===== src/source/pf_settings.svh =====
//==============================
// fixed widths of the playfield register map
// scanout begins two counts ahead of the first visible pixel
//==============================
`ifndef PF_SETTINGS_SVH
`define PF_SETTINGS_SVH

`define PF_WORD_W           16                          // vram data word
`define PF_ADDR_W           16                          // vram word address
`define PF_COLOR_W          8                           // color index
`define PF_HRES_W           11                          // horizontal count
`define PF_OFFSCREEN_W      160                         // h count of first visible pixel
`define PF_SCANOUT_BEGIN    (`PF_OFFSCREEN_W - 2)       // shifter pipeline lead

`endif

===== src/source/pf_mode_pkg.sv =====
//==============================
// playfield mode encodings
// BPP_XX is decoded as 8 bpp
//==============================
package pf_mode_pkg;

    typedef enum logic [1:0] {
        BPP_1_ATTR  = 2'd0,         // 1 bpp, attribute in high byte
        BPP_4       = 2'd1,
        BPP_8       = 2'd2,
        BPP_XX      = 2'd3          // reserved, same as 8 bpp
    } bpp_t;

    typedef enum logic [2:0] {
        FETCH_IDLE,                 // outside fetch window
        FETCH_ADDR,                 // first address out, or held by full buffer
        FETCH_WAIT,                 // first read in flight
        FETCH_READ_0,
        FETCH_READ_1,
        FETCH_READ_2,
        FETCH_READ_3
    } fetch_st_t;

    localparam int ATTR_FORE = 12;  // foreground nibble position
    localparam int ATTR_BACK = 8;   // background nibble, also color extension

endpackage


===== src/source/vid_types_pkg.sv =====
//==============================
// vector types shared by the video path
// widths come from pf_settings.svh
//==============================
`include "pf_settings.svh"

package vid_types_pkg;

    typedef logic [`PF_WORD_W-1:0]      word_t;         // vram data word
    typedef logic [`PF_ADDR_W-1:0]      addr_t;         // vram word address
    typedef logic [`PF_COLOR_W-1:0]     color_t;        // color index
    typedef logic [`PF_HRES_W-1:0]      hres_t;         // horizontal count
    typedef logic [8*`PF_COLOR_W-1:0]   pixels_t;       // eight indices, first pixel in msb
    typedef logic [1:0]                 repeat_t;       // pixel repeat minus one

endpackage


===== src/source/pf_words_if.sv =====
//==============================
// one fetched word group, fetch to expand
// words_ready announces the group held before the current fetch
//==============================
`timescale 1ns/10ps

interface pf_words_if;

    logic                   words_ready;    // one cycle strobe
    vid_types_pkg::word_t   word0;
    vid_types_pkg::word_t   word1;
    vid_types_pkg::word_t   word2;
    vid_types_pkg::word_t   word3;
    vid_types_pkg::word_t   attr;           // zero outside 1 bpp
    logic                   buffer_full;    // level, holds the fetch machine

    modport fetch_mp (output words_ready, word0, word1, word2, word3, attr,
                      input  buffer_full);
    modport expand_mp (input  words_ready, word0, word1, word2, word3, attr,
                       output buffer_full);

endinterface


===== src/source/video_playfield.sv =====
//==============================
// bitmap playfield, one plane
// vram read data expected one cycle after vram_sel_o
//==============================
`timescale 1ns/10ps

module video_playfield (
    input  wire logic                   clk,
    input  wire logic                   reset_i,
    input  wire logic                   mem_fetch_i,
    input  wire logic                   mem_fetch_start_i,
    input  wire logic                   end_of_line_i,
    input  wire logic                   end_of_frame_i,
    input  wire logic                   pf_blank_i,
    input  wire vid_types_pkg::hres_t   h_count_i,
    input  wire vid_types_pkg::hres_t   vid_left_i,
    input  wire vid_types_pkg::hres_t   vid_right_i,
    input  wire vid_types_pkg::color_t  border_color_i,
    input  wire vid_types_pkg::color_t  pf_colorbase_i,
    input  wire vid_types_pkg::word_t   vram_data_i,
    input  wire vid_types_pkg::word_t   pf_line_len_i,
    input  wire vid_types_pkg::addr_t   pf_start_addr_i,
    input  wire logic [1:0]             pf_bpp_i,
    input  wire vid_types_pkg::repeat_t pf_h_repeat_i,
    input  wire vid_types_pkg::repeat_t pf_v_repeat_i,
    output      logic                   vram_sel_o,
    output      vid_types_pkg::addr_t   vram_addr_o,
    output      vid_types_pkg::color_t  pf_color_index_o
);

    pf_mode_pkg::bpp_t      bpp;
    vid_types_pkg::addr_t   line_start_addr;
    vid_types_pkg::pixels_t buf_pixels;
    logic                   take;

    assign bpp = pf_mode_pkg::bpp_t'(pf_bpp_i);

    pf_words_if words ();

    pf_line_addr u_line_addr (
        .clk, .reset_i, .end_of_line_i, .end_of_frame_i, .pf_blank_i,
        .pf_start_addr_i, .pf_line_len_i, .pf_v_repeat_i,
        .line_start_addr_o  (line_start_addr)
    );

    pf_fetch u_fetch (
        .clk, .reset_i, .mem_fetch_i, .mem_fetch_start_i, .end_of_line_i,
        .end_of_frame_i, .pf_blank_i,
        .pf_bpp_i           (bpp),
        .line_start_addr_i  (line_start_addr),
        .pf_start_addr_i, .vram_data_i, .vram_sel_o, .vram_addr_o,
        .words              (words.fetch_mp)
    );

    pf_expand u_expand (
        .clk, .reset_i, .mem_fetch_start_i,
        .take_i             (take),
        .pf_bpp_i           (bpp),
        .words              (words.expand_mp),
        .buf_pixels_o       (buf_pixels)
    );

    pf_scanout u_scanout (
        .clk, .reset_i, .mem_fetch_i, .mem_fetch_start_i, .end_of_line_i,
        .h_count_i, .vid_left_i, .vid_right_i, .border_color_i, .pf_colorbase_i,
        .pf_h_repeat_i,
        .buf_pixels_i       (buf_pixels),
        .take_o             (take),
        .pf_color_index_o
    );

endmodule


===== src/source/pf_scanout.sv =====
//==============================
// scanout window, h repeat and pixel shifter
// window edges relative to PF_SCANOUT_BEGIN
// border shown outside window from line fetch start
//==============================
`timescale 1ns/10ps
`include "pf_settings.svh"

module pf_scanout (
    input  wire logic                   clk,
    input  wire logic                   reset_i,
    input  wire logic                   mem_fetch_i,
    input  wire logic                   mem_fetch_start_i,
    input  wire logic                   end_of_line_i,
    input  wire vid_types_pkg::hres_t   h_count_i,
    input  wire vid_types_pkg::hres_t   vid_left_i,
    input  wire vid_types_pkg::hres_t   vid_right_i,
    input  wire vid_types_pkg::color_t  border_color_i,
    input  wire vid_types_pkg::color_t  pf_colorbase_i,
    input  wire vid_types_pkg::repeat_t pf_h_repeat_i,
    input  wire vid_types_pkg::pixels_t buf_pixels_i,
    output      logic                   take_o,             // buffer loaded into shifter
    output      vid_types_pkg::color_t  pf_color_index_o
);

    vid_types_pkg::hres_t   start_hcount;
    vid_types_pkg::hres_t   end_hcount;
    logic                   scanout;                        // inside window
    logic                   scanout_start;
    logic                   scanout_end;
    vid_types_pkg::repeat_t h_cnt;                          // repeat countdown
    logic [2:0]             tile_x;                         // pixel within group
    vid_types_pkg::pixels_t pixels;                         // shifter, msb out

    assign start_hcount  = vid_types_pkg::hres_t'(`PF_SCANOUT_BEGIN) + vid_left_i;
    assign end_hcount    = vid_types_pkg::hres_t'(`PF_SCANOUT_BEGIN) + vid_right_i;
    assign scanout_start = (h_count_i == start_hcount) && mem_fetch_i;
    assign scanout_end   = (h_count_i == end_hcount) || end_of_line_i;
    assign take_o        = scanout_start || (scanout && h_cnt == '0 && tile_x == 3'd7);

    always_ff @(posedge clk) begin
        if (reset_i) begin
            scanout <= 1'b0;
            h_cnt   <= '0;
            tile_x  <= '0;
            pixels  <= '0;
        end else begin
            if (scanout) begin
                if (h_cnt != '0) begin
                    h_cnt   <= h_cnt - 1'b1;                // hold pixel
                end else begin
                    h_cnt   <= pf_h_repeat_i;
                    tile_x  <= tile_x + 1'b1;
                    if (tile_x == 3'd7) pixels <= buf_pixels_i;     // next group
                    else pixels <= {pixels[7*`PF_COLOR_W-1:0], border_color_i};
                end
            end
            if (mem_fetch_start_i) pixels[8*`PF_COLOR_W-1 -: `PF_COLOR_W] <= border_color_i;
            if (scanout_start) begin
                scanout <= 1'b1;
                tile_x  <= '0;
                h_cnt   <= pf_h_repeat_i;
                pixels  <= buf_pixels_i;                    // first group of line
            end
            if (scanout_end) begin
                scanout <= 1'b0;
                pixels[8*`PF_COLOR_W-1 -: `PF_COLOR_W] <= border_color_i;
            end
        end
    end

    assign pf_color_index_o = pixels[8*`PF_COLOR_W-1 -: `PF_COLOR_W] ^ pf_colorbase_i;

endmodule


===== src/source/pf_expand.sv =====
//==============================
// word group to eight color indices
// buffer holds until scanout takes it
//==============================
`timescale 1ns/10ps
`include "pf_settings.svh"

module pf_expand (
    input  wire logic                   clk,
    input  wire logic                   reset_i,
    input  wire logic                   mem_fetch_start_i,
    input  wire logic                   take_i,         // scanout loaded the buffer
    input  wire pf_mode_pkg::bpp_t      pf_bpp_i,
    pf_words_if.expand_mp               words,
    output      vid_types_pkg::pixels_t buf_pixels_o
);

    logic [3:0]             fore;
    logic [3:0]             back;               // also upper nibble extension
    logic [31:0]            nibbles;            // 4 bpp data
    vid_types_pkg::pixels_t bytes;              // 8 bpp data
    vid_types_pkg::pixels_t pixels_next;

    assign fore     = words.attr[pf_mode_pkg::ATTR_FORE +: 4];
    assign back     = words.attr[pf_mode_pkg::ATTR_BACK +: 4];
    assign nibbles  = {words.word0, words.word1};
    assign bytes    = {words.word0, words.word1, words.word2, words.word3};

    always_comb begin
        for (int i = 0; i < 8; i++) begin       // pixel 0 goes to the msb
            case (pf_bpp_i)
                pf_mode_pkg::BPP_1_ATTR:
                    pixels_next[63-8*i -: 8] = {4'h0, words.word0[7-i] ? fore : back};
                pf_mode_pkg::BPP_4:
                    pixels_next[63-8*i -: 8] = {back, nibbles[31-4*i -: 4]};
                default:
                    pixels_next[63-8*i -: 8] = bytes[63-8*i -: 8] ^ {back, 4'h0};
            endcase
        end
    end

    always_ff @(posedge clk) begin
        if (reset_i) begin
            words.buffer_full <= 1'b0;
        end else if (mem_fetch_start_i) begin
            words.buffer_full <= 1'b0;          // new line, drop leftovers
        end else if (words.words_ready) begin
            words.buffer_full <= 1'b1;
        end else if (take_i) begin
            words.buffer_full <= 1'b0;
        end
    end

    always_ff @(posedge clk) begin
        if (words.words_ready) buf_pixels_o <= pixels_next;
    end

endmodule


===== src/source/pf_fetch.sv =====
//==============================
// bitmap vram fetch, 1, 2 or 4 words per group
// read data valid one cycle after vram_sel_o
// up to two reads outstanding
//==============================
`timescale 1ns/10ps

module pf_fetch (
    input  wire logic                   clk,
    input  wire logic                   reset_i,
    input  wire logic                   mem_fetch_i,        // fetch window
    input  wire logic                   mem_fetch_start_i,  // line fetch start strobe
    input  wire logic                   end_of_line_i,
    input  wire logic                   end_of_frame_i,
    input  wire logic                   pf_blank_i,
    input  wire pf_mode_pkg::bpp_t      pf_bpp_i,
    input  wire vid_types_pkg::addr_t   line_start_addr_i,
    input  wire vid_types_pkg::addr_t   pf_start_addr_i,
    input  wire vid_types_pkg::word_t   vram_data_i,
    output      logic                   vram_sel_o,
    output      vid_types_pkg::addr_t   vram_addr_o,
    pf_words_if.fetch_mp                words
);

    pf_mode_pkg::fetch_st_t state, state_next;
    vid_types_pkg::addr_t   pf_addr;            // next display word
    logic                   issue;              // put pf_addr on the bus
    logic                   ready_next;
    logic                   initial_buf;        // first group of line not yet started
    logic                   one_bpp;

    assign one_bpp = (pf_bpp_i == pf_mode_pkg::BPP_1_ATTR);

    always_comb begin
        state_next  = state;
        issue       = 1'b0;
        ready_next  = 1'b0;
        case (state)
            pf_mode_pkg::FETCH_IDLE: begin
                if (mem_fetch_i) state_next = pf_mode_pkg::FETCH_ADDR;
            end
            pf_mode_pkg::FETCH_ADDR: begin
                if (!mem_fetch_i) begin
                    state_next  = pf_mode_pkg::FETCH_IDLE;
                end else if (!words.buffer_full) begin
                    issue       = 1'b1;                         // word 0 out
                    state_next  = pf_mode_pkg::FETCH_WAIT;
                end
            end
            pf_mode_pkg::FETCH_WAIT: begin
                issue       = !one_bpp;                         // word 1 out
                ready_next  = !initial_buf;                     // previous group still held
                state_next  = pf_mode_pkg::FETCH_READ_0;
            end
            pf_mode_pkg::FETCH_READ_0: begin
                issue       = !one_bpp && (pf_bpp_i != pf_mode_pkg::BPP_4);    // word 2 out
                state_next  = one_bpp ? pf_mode_pkg::FETCH_ADDR : pf_mode_pkg::FETCH_READ_1;
            end
            pf_mode_pkg::FETCH_READ_1: begin
                issue       = (pf_bpp_i != pf_mode_pkg::BPP_4); // word 3 out
                state_next  = issue ? pf_mode_pkg::FETCH_READ_2 : pf_mode_pkg::FETCH_ADDR;
            end
            pf_mode_pkg::FETCH_READ_2: state_next = pf_mode_pkg::FETCH_READ_3;
            pf_mode_pkg::FETCH_READ_3: state_next = pf_mode_pkg::FETCH_ADDR;
            default: state_next = pf_mode_pkg::FETCH_IDLE;
        endcase
    end

    always_ff @(posedge clk) begin
        if (reset_i) begin
            state               <= pf_mode_pkg::FETCH_IDLE;
            vram_sel_o          <= 1'b0;
            vram_addr_o         <= '0;
            pf_addr             <= '0;
            initial_buf         <= 1'b0;
            words.words_ready   <= 1'b0;
        end else begin
            state               <= state_next;
            vram_sel_o          <= issue;
            words.words_ready   <= ready_next;
            if (issue) begin
                vram_addr_o <= pf_addr;
                pf_addr     <= pf_addr + 1'b1;              // consecutive words
            end
            if (state == pf_mode_pkg::FETCH_WAIT) initial_buf <= 1'b0;
            if (mem_fetch_start_i) initial_buf <= 1'b1;
            if (mem_fetch_start_i || end_of_line_i) pf_addr <= line_start_addr_i;
            if (end_of_frame_i || pf_blank_i) pf_addr <= pf_start_addr_i;
        end
    end

    // word capture, two cycles after each address
    always_ff @(posedge clk) begin
        case (state)
            pf_mode_pkg::FETCH_READ_0: begin
                words.word0 <= vram_data_i;
                words.attr  <= one_bpp ? vram_data_i : '0;  // no color extension above 1 bpp
            end
            pf_mode_pkg::FETCH_READ_1: words.word1 <= vram_data_i;
            pf_mode_pkg::FETCH_READ_2: words.word2 <= vram_data_i;
            pf_mode_pkg::FETCH_READ_3: words.word3 <= vram_data_i;
            default: ;
        endcase
    end

endmodule


===== src/source/pf_line_addr.sv =====
//==============================
// line start address and vertical repeat
// frame restart and blank win over end of line
//==============================
`timescale 1ns/10ps

module pf_line_addr (
    input  wire logic                   clk,
    input  wire logic                   reset_i,
    input  wire logic                   end_of_line_i,
    input  wire logic                   end_of_frame_i,
    input  wire logic                   pf_blank_i,
    input  wire vid_types_pkg::addr_t   pf_start_addr_i,    // frame start
    input  wire vid_types_pkg::word_t   pf_line_len_i,      // words per line
    input  wire vid_types_pkg::repeat_t pf_v_repeat_i,
    output      vid_types_pkg::addr_t   line_start_addr_o
);

    vid_types_pkg::repeat_t v_count;                        // lines left on this address
    vid_types_pkg::addr_t   line_start;

    always_ff @(posedge clk) begin
        if (reset_i) begin
            v_count     <= '0;
            line_start  <= '0;
        end else if (end_of_frame_i || pf_blank_i) begin
            v_count     <= pf_v_repeat_i;                   // restart at top of frame
            line_start  <= pf_start_addr_i;
        end else if (end_of_line_i) begin
            if (v_count != '0) begin
                v_count     <= v_count - 1'b1;              // repeat same line
            end else begin
                v_count     <= pf_v_repeat_i;
                line_start  <= line_start + pf_line_len_i;  // step to next line
            end
        end
    end

    assign line_start_addr_o = line_start;

endmodule


===== config.mk =====
export PLATFORM = sky130hd
export DESIGN_NAME = video_playfield
export DESIGN_NICKNAME = d
export VERILOG_FILES = /design/src/source/pf_mode_pkg.sv /design/src/source/vid_types_pkg.sv /design/src/source/pf_words_if.sv /design/src/source/video_playfield.sv /design/src/source/pf_scanout.sv /design/src/source/pf_expand.sv /design/src/source/pf_fetch.sv /design/src/source/pf_line_addr.sv
export VERILOG_INCLUDE_DIRS = /design/src /design/src/source
export SDC_FILE = /design/constraint.sdc
export NUM_CORES = 1
export LEC_CHECK = 0
export ABC_AREA = 1
export BUFFER_PORTS_ARGS = -buffer_cell sky130_fd_sc_hd__buf_2
export CORE_MARGIN = 3
export CORE_UTILIZATION = 60
export DETAILED_ROUTE_END_ITERATION = 6
export HOLD_SLACK_MARGIN = 0.02
export PLACE_DENSITY = 0.86
export SLEW_MARGIN = 20
export SYNTH_ARGS = -nofsm -noshare
export SYNTH_HDL_FRONTEND = slang
export SYNTH_SLANG_ARGS = --single-unit
export TNS_END_PERCENT = 30

===== constraint.sdc =====
create_clock -name clk -period 4 [get_ports clk]
set_input_delay 0.2 -clock clk [delete_from_list [all_inputs] [get_ports clk]]
set_output_delay 0.2 -clock clk [all_outputs]
set_load 0.01 [all_outputs]

# After elaboration in Yosys (flattened, before gate mapping)
# Cells that the tools add are included.
classes:
  n_addsub: 7
  n_eq_ne: 16
  mux: 47
  bitwise_logic: 11
  n_reduce_logical: 30
ops:
  columns: ["op", "count"]
  rows:
  - ["$mux 64", 4]
  - ["$pmux 8 s2", 8]
  - ["$mux 16", 6]
  - ["$xor 8x8->8", 9]
  - ["$mux 4", 8]
  - ["$add 8x11->11 const A", 2]
  - ["$eq 11x11->1", 2]
  - ["$pmux 3 s7", 1]
  - ["$add 16x1->16 const B", 1]
  - ["$add 16x16->16", 1]
  - ["$mux 8", 2]
  - ["$mux 3", 5]
  - ["$eq 3x3->1 const B", 4]
  - ["$mux 2", 6]
  - ["$reduce_bool 2->1", 6]
  - ["$reduce_and 2->1", 5]
  - ["$reduce_or 2->1", 4]
  - ["$eq 3x2->1 const B", 2]
  - ["$mux 1", 6]
  - ["$ne 2x1->1 const B", 3]
  - ["$logic_and 1x1->1", 4]
  - ["$logic_not 2->1", 2]
  - ["$logic_or 1x1->1", 4]
  - ["$ne 4x2->1 const B", 1]
  - ["other kinds (12)", 15]
word_totals:
  regBits: 271
  input_bits: 110
  out_inout_bits: 25
  wordCells: 131

# Logic depth before layout (Yosys ltp)
logic_depth:
  word_depth: 7
  ltp_mapped: 18
  depth_no_buf: 17

# Hierarchy
# From an unflattened synthesis, not the netlist that was laid out.
hier_totals:
  hier_cells: 2084
  area_unflattened_um2: 15043.2
modules_own_cells:
  columns: ["mod", "instances", "cells_per_inst", "area_per_inst_um2", "seq_area_each_um2"]
  rows:
  - ["pf_fetch", 1, 480, 4772.1, 3163.0]
  - ["pf_scanout", 1, 757, 4611.9, 1401.3]
  - ["pf_expand", 1, 562, 3957.5, 1941.9]
  - ["pf_line_addr", 1, 285, 1701.6, 360.3]

# Worst setup path after synthesis
# OpenSTA, ideal clock, no wires.
synth_timing:
  kind: "register to register"
  start: "register u_fetch.state[2]"
  end: "register u_fetch.pf_addr[0]"
  setup_ps: 91
  arrival_time_ps: 2594
  required_time_ps: 3909
  setup_slack_ps: 1315
  path_stages_with_launch: 10
  path_buffers: 1
  synth_period_minus_slack_ps: 2685
  path_cell_list: "dfxtp_1 inv_1 nor3_1 nand2_1 o221ai_2 nor2_2 inv_1 buf_2 nor2_1 a311oi_1"
synth_between:
  elab_chain_cells: 3
  word_cells_on_any_way: 6
  classes_between: "eq/ne: 4; mux: 1; reduce/logical: 1"
synth_lines:
  columns: ["element", "line", "rtl"]
  rows:
  - ["start: declaration", "pf_fetch.sv:25", "pf_mode_pkg::fetch_st_t state, state_next;"]
  - ["start signal: assignment", "pf_fetch.sv:71", "state <= pf_mode_pkg::FETCH_IDLE;"]
  - ["start signal: assignment", "pf_fetch.sv:78", "state <= state_next;"]
  - ["$eq 3x3->1 (tied with other cells)", "pf_fetch.sv:38", "case (state)"]
  - ["$pmux 1 s4 (*)", "pf_fetch.sv:38", null]
  - ["$reduce_bool 3->1 (no line) (*)", null, null]
  - ["end signal: assignment", "pf_fetch.sv:83", "pf_addr <= pf_addr + 1'b1;"]
  - ["end signal: assignment", "pf_fetch.sv:87", "if (mem_fetch_start_i || end_of_line_i) pf_addr <= line_start_addr_i;"]
  - ["end signal: assignment", "pf_fetch.sv:88", "if (end_of_frame_i || pf_blank_i) pf_addr <= pf_start_addr_i;"]
  - ["end: declaration", "pf_fetch.sv:26", "vid_types_pkg::addr_t pf_addr;"]
# Mark *: on every way between the ends. The rest lies on a longest branch, timed or not.
# A chain may end at the register's enable or synchronous reset.

# Worst setup path after layout
layout_timing:
  start: "register u_fetch.state[0]"
  end: "register u_fetch.pf_addr[8]"
# The elaborated chain is that of the path after synthesis.

==> metrics.txt <==
status complete, no violations; WP data required 4450 ps; design area 15500 µm²; post-synthesis sequential area ratio 49.5%; synth top area cells edfxtp_1 31%, dfxtp_1 19%, nand2_1 9.2%, nand3_1 6.9%, a21oi_1 4.8%; most common library cells after synthesis 328 x nand2_1, 184 x nand3_1, 137 x inv_1; Multi-input gate area 5680 µm²; CP max FO 34; Final Hold Viols 0; grt total ovfl 0; largest net degree at the start of global routing 73; Layout Nets 1907; Slew headroom 29.2%; Max-Cap Viols 0; worst hold path depth 5; routed len/inst 17.3 µm; aggregate negative setup slack 0 ps; CTS tree yes; I/O Buffers 134; Setup crit start u_fetch.state[0]$_SDFFE_PP0P_; layout cell share with drive strength beyond 1 15.1%; worst min path class in -> reg; final setup vio count 0; Post-DP Area 14200 µm²; Clock Tree Buf Depth 3; dpl hpwl 24700 µm; number of enable flip-flop cells after synthesis 136; CP Class reg -> reg; power density cells 405 nW/µm²; main flop type after synthesis edfxtp_1; leading area contributor after synthesis edfxtp_1; DIE AREA 24100 µm²; H-tree Lvls 1; Int Pwr 4730 µW; slowest cell on the critical path o221ai_4; fillers 1652; final wirelength 36000 µm; cts bufs inserted 27; Post-Syn Area 13400 µm²; CP startpoint kind flop; Combinational Power Share 11.3%; synth-to-layout area growth 15.6%; core footprint 21900 µm²; Final period util 71.8%; die width 155 µm; first-pass GRT wire length 57200 µm; post-route minimum period 2870 ps; Sequential Area 6630 µm²; DRT iter0 DRCs 1517; Synth async-reset ratio 0%; Clk pwr share 41.2%; leakage dissipation 0.00653 µW; peak supply drop 0.361 mV; root buffer cell clkbuf_16; actual slew at the worst max-slew pin 1060 ps; Reg clk slew, reported paths 60 ps; Crit. End Element flop; YS warnings 0; antenna violations before repair 0; I/O Pins 135; # DRC 0; Max Slew Vio Count 0; Clock Skew 16.2 ps; via count 12400; R2R Path Start u_fetch.state[0]$_SDFFE_PP0P_; routability cong. 0.977; R2R Setup Slk 1130 ps; Hold Crit Endpoint u_scanout.pixels[59]$_SDFFE_PP0P_; Power, Total 6260 µW; postcts setup bufs 0; Initial Utilization 61.1%; Seq cells post-synth 263; Synth Net Count 1773; R2R cell count 10; number of core rows 54; Post-DRT Antenna Nets 0; most numerous cell in the Yosys netlist nand2_1; Sw Share 24.5%; Worst path max stage delay 630 ps; Synth top area share 30.5%; Cell variety after synth 42; CTS Sinks 263; Resized Gates After CTS 0; RSZ-0062 raised after global routing no; Seq pwr share 47.5%; NetSw 1530 µW; drt first pass iters 5; ANT cells 0; vias in the first global route 11200; fmax 348 MHz; Clk Latency, worst-skew pair 540 ps; DR vias/cell 5.97; die height 155 µm; worst hold start border_color_i[3]; Worst EP arrival 3320 ps; reg-to-reg endpoint u_fetch.pf_addr[8]$_SDFFE_PP0P_; total track usage 28.9%; syn avg cell area 8.15 µm²; Cells after Synth 1642; crit path cell chain inv_2, nor2_1, inv_1, nor2_1, nand2_1, o221ai_4, nor2_2, inv_1, o21ai_0, a31oi_1; hold_ws 34.8 ps
[critical path: cells and delay by family (launching register included)]
family / cells / cell delay [ps]
buf+inv: 3 / 660
simple gates: 4 / 610
compound gates: 3 / 1020
flops: 1 / 490
[worst max path at each step]
stage,cells past startpoint,end,slack [ps]
floorplan,9,u_fetch.pf_addr[0]$_SDFFE_PP0P_,1310
global placement,10,u_fetch.pf_addr[5]$_SDFFE_PP0P_,1110
detailed placement,10,u_fetch.pf_addr[15]$_SDFFE_PP0P_,940
CTS,10,u_fetch.pf_addr[8]$_SDFFE_PP0P_,850
global route,10,u_fetch.pf_addr[1]$_SDFFE_PP0P_,810
finish,10,u_fetch.pf_addr[8]$_SDFFE_PP0P_,1130
[layout by cell type (no fill, tap or decap), drive strengths merged]
cell type / netlist / layout
o31ai: 2 / 2
nand4: 13 / 13
bufinv: 0 / 4
dlygate4sd3: 0 / 34
xnor3: 1 / 1
clkinv: 4 / 10
o221ai: 25 / 25
a311oi: 3 / 3
nor3: 9 / 9
or2: 6 / 6
o21a: 1 / 1
inv: 191 / 192
a211oi: 1 / 1
nor2: 128 / 128
xnor2: 9 / 9
clkbuf: 50 / 34
a21o: 1 / 1
a31oi: 23 / 23
dfxtp: 127 / 127
o21ai: 121 / 121
ha: 20 / 20
nand3b: 2 / 2
fa: 1 / 1
a21oi: 127 / 127
clkinvlp: 0 / 2
o21bai: 2 / 2
o22ai: 1 / 1
o211ai: 63 / 63
edfxtp: 136 / 136
nand2: 329 / 329
xor2: 26 / 26
nor4: 2 / 2
nand3: 186 / 186
buf: 32 / 153
[flip-flops by register name, summed over array words and instances (netlist names), 2 cells and up]
signal	cells
u_fetch.vram_addr_o	16
u_line_addr.v_count	2
u_fetch.words.word0	16
u_fetch.pf_addr	16
u_line_addr.line_start_addr_o	16
u_scanout.h_cnt	2
u_fetch.words.word3	16
u_fetch.state	3
u_scanout.tile_x	3
u_fetch.words.attr	8
u_expand.buf_pixels_o	64
u_fetch.words.word2	16
u_fetch.words.word1	16
u_scanout.pixels	64
[final cells by class]
type | count | share of cell area (%)
Clock inverter | 13 | 1.09
Clock buffer | 34 | 4.74
Multi-Input combinational cell | 1102 | 36.8
Tap cell | 280 | 2.27
Timing Repair Buffer | 187 | 7.54
Sequential cell | 263 | 42.9
Inverter | 195 | 4.73
[power by group through the flow]
stage | Sequential (µW) | Combinational, µW | Clock (µW)
CTS | 2970 | 695 | 2590
global placement | 3030 | 643 | 0
floorplan | 3020 | 430 | 0
finish | 2980 | 707 | 2580
global route | 2980 | 788 | 2700
detailed placement | 3030 | 662 | 0
[metal layers]
| metal | track usage (%) | share of wire, % | vias to the layer above |
|---|---|---|---|
| met5 | 0 | 0 | - |
| met4 | 7.42 | 2.3 | 0 |
| met3 | 3.98 | 10 | 76 |
| met2 | 45.3 | 45 | 695 |
| met1 | 42.7 | 42 | 5710 |
| li1 | - | - | 5897 |
[through the flow]
| step | std cells | worst slack (ps) | util, % |
|---|---|---|---|
| floorplan | 1642 | 1310 | - |
| global placement | 1993 | 1110 | 64.9 |
| detailed placement | 1993 | 936 | 64.9 |
| CTS | 2074 | 855 | 70.6 |
| global route | 2074 | 807 | 70.6 |
| finish | 2074 | 1130 | 70.6 |
[cells by family (layout without fill, tap and decap cells)]
kind of cell / after synthesis / in the layout / synth area share [%]
simple gates: 675 / 675 / 21.5
flops: 263 / 263 / 49.5
xor+xnor: 36 / 36 / 2.46
compound gates: 370 / 370 / 16.2
fa+ha+maj: 21 / 21 / 2.02
buf+inv: 277 / 429 / 8.26
[timing repair]
item                       in CTS  in global routing
setup endpoints to repair       0                  0
hold endpoints to repair       92                  0
hold buffers                   34                  0
Power figures use the tool's default switching activity.
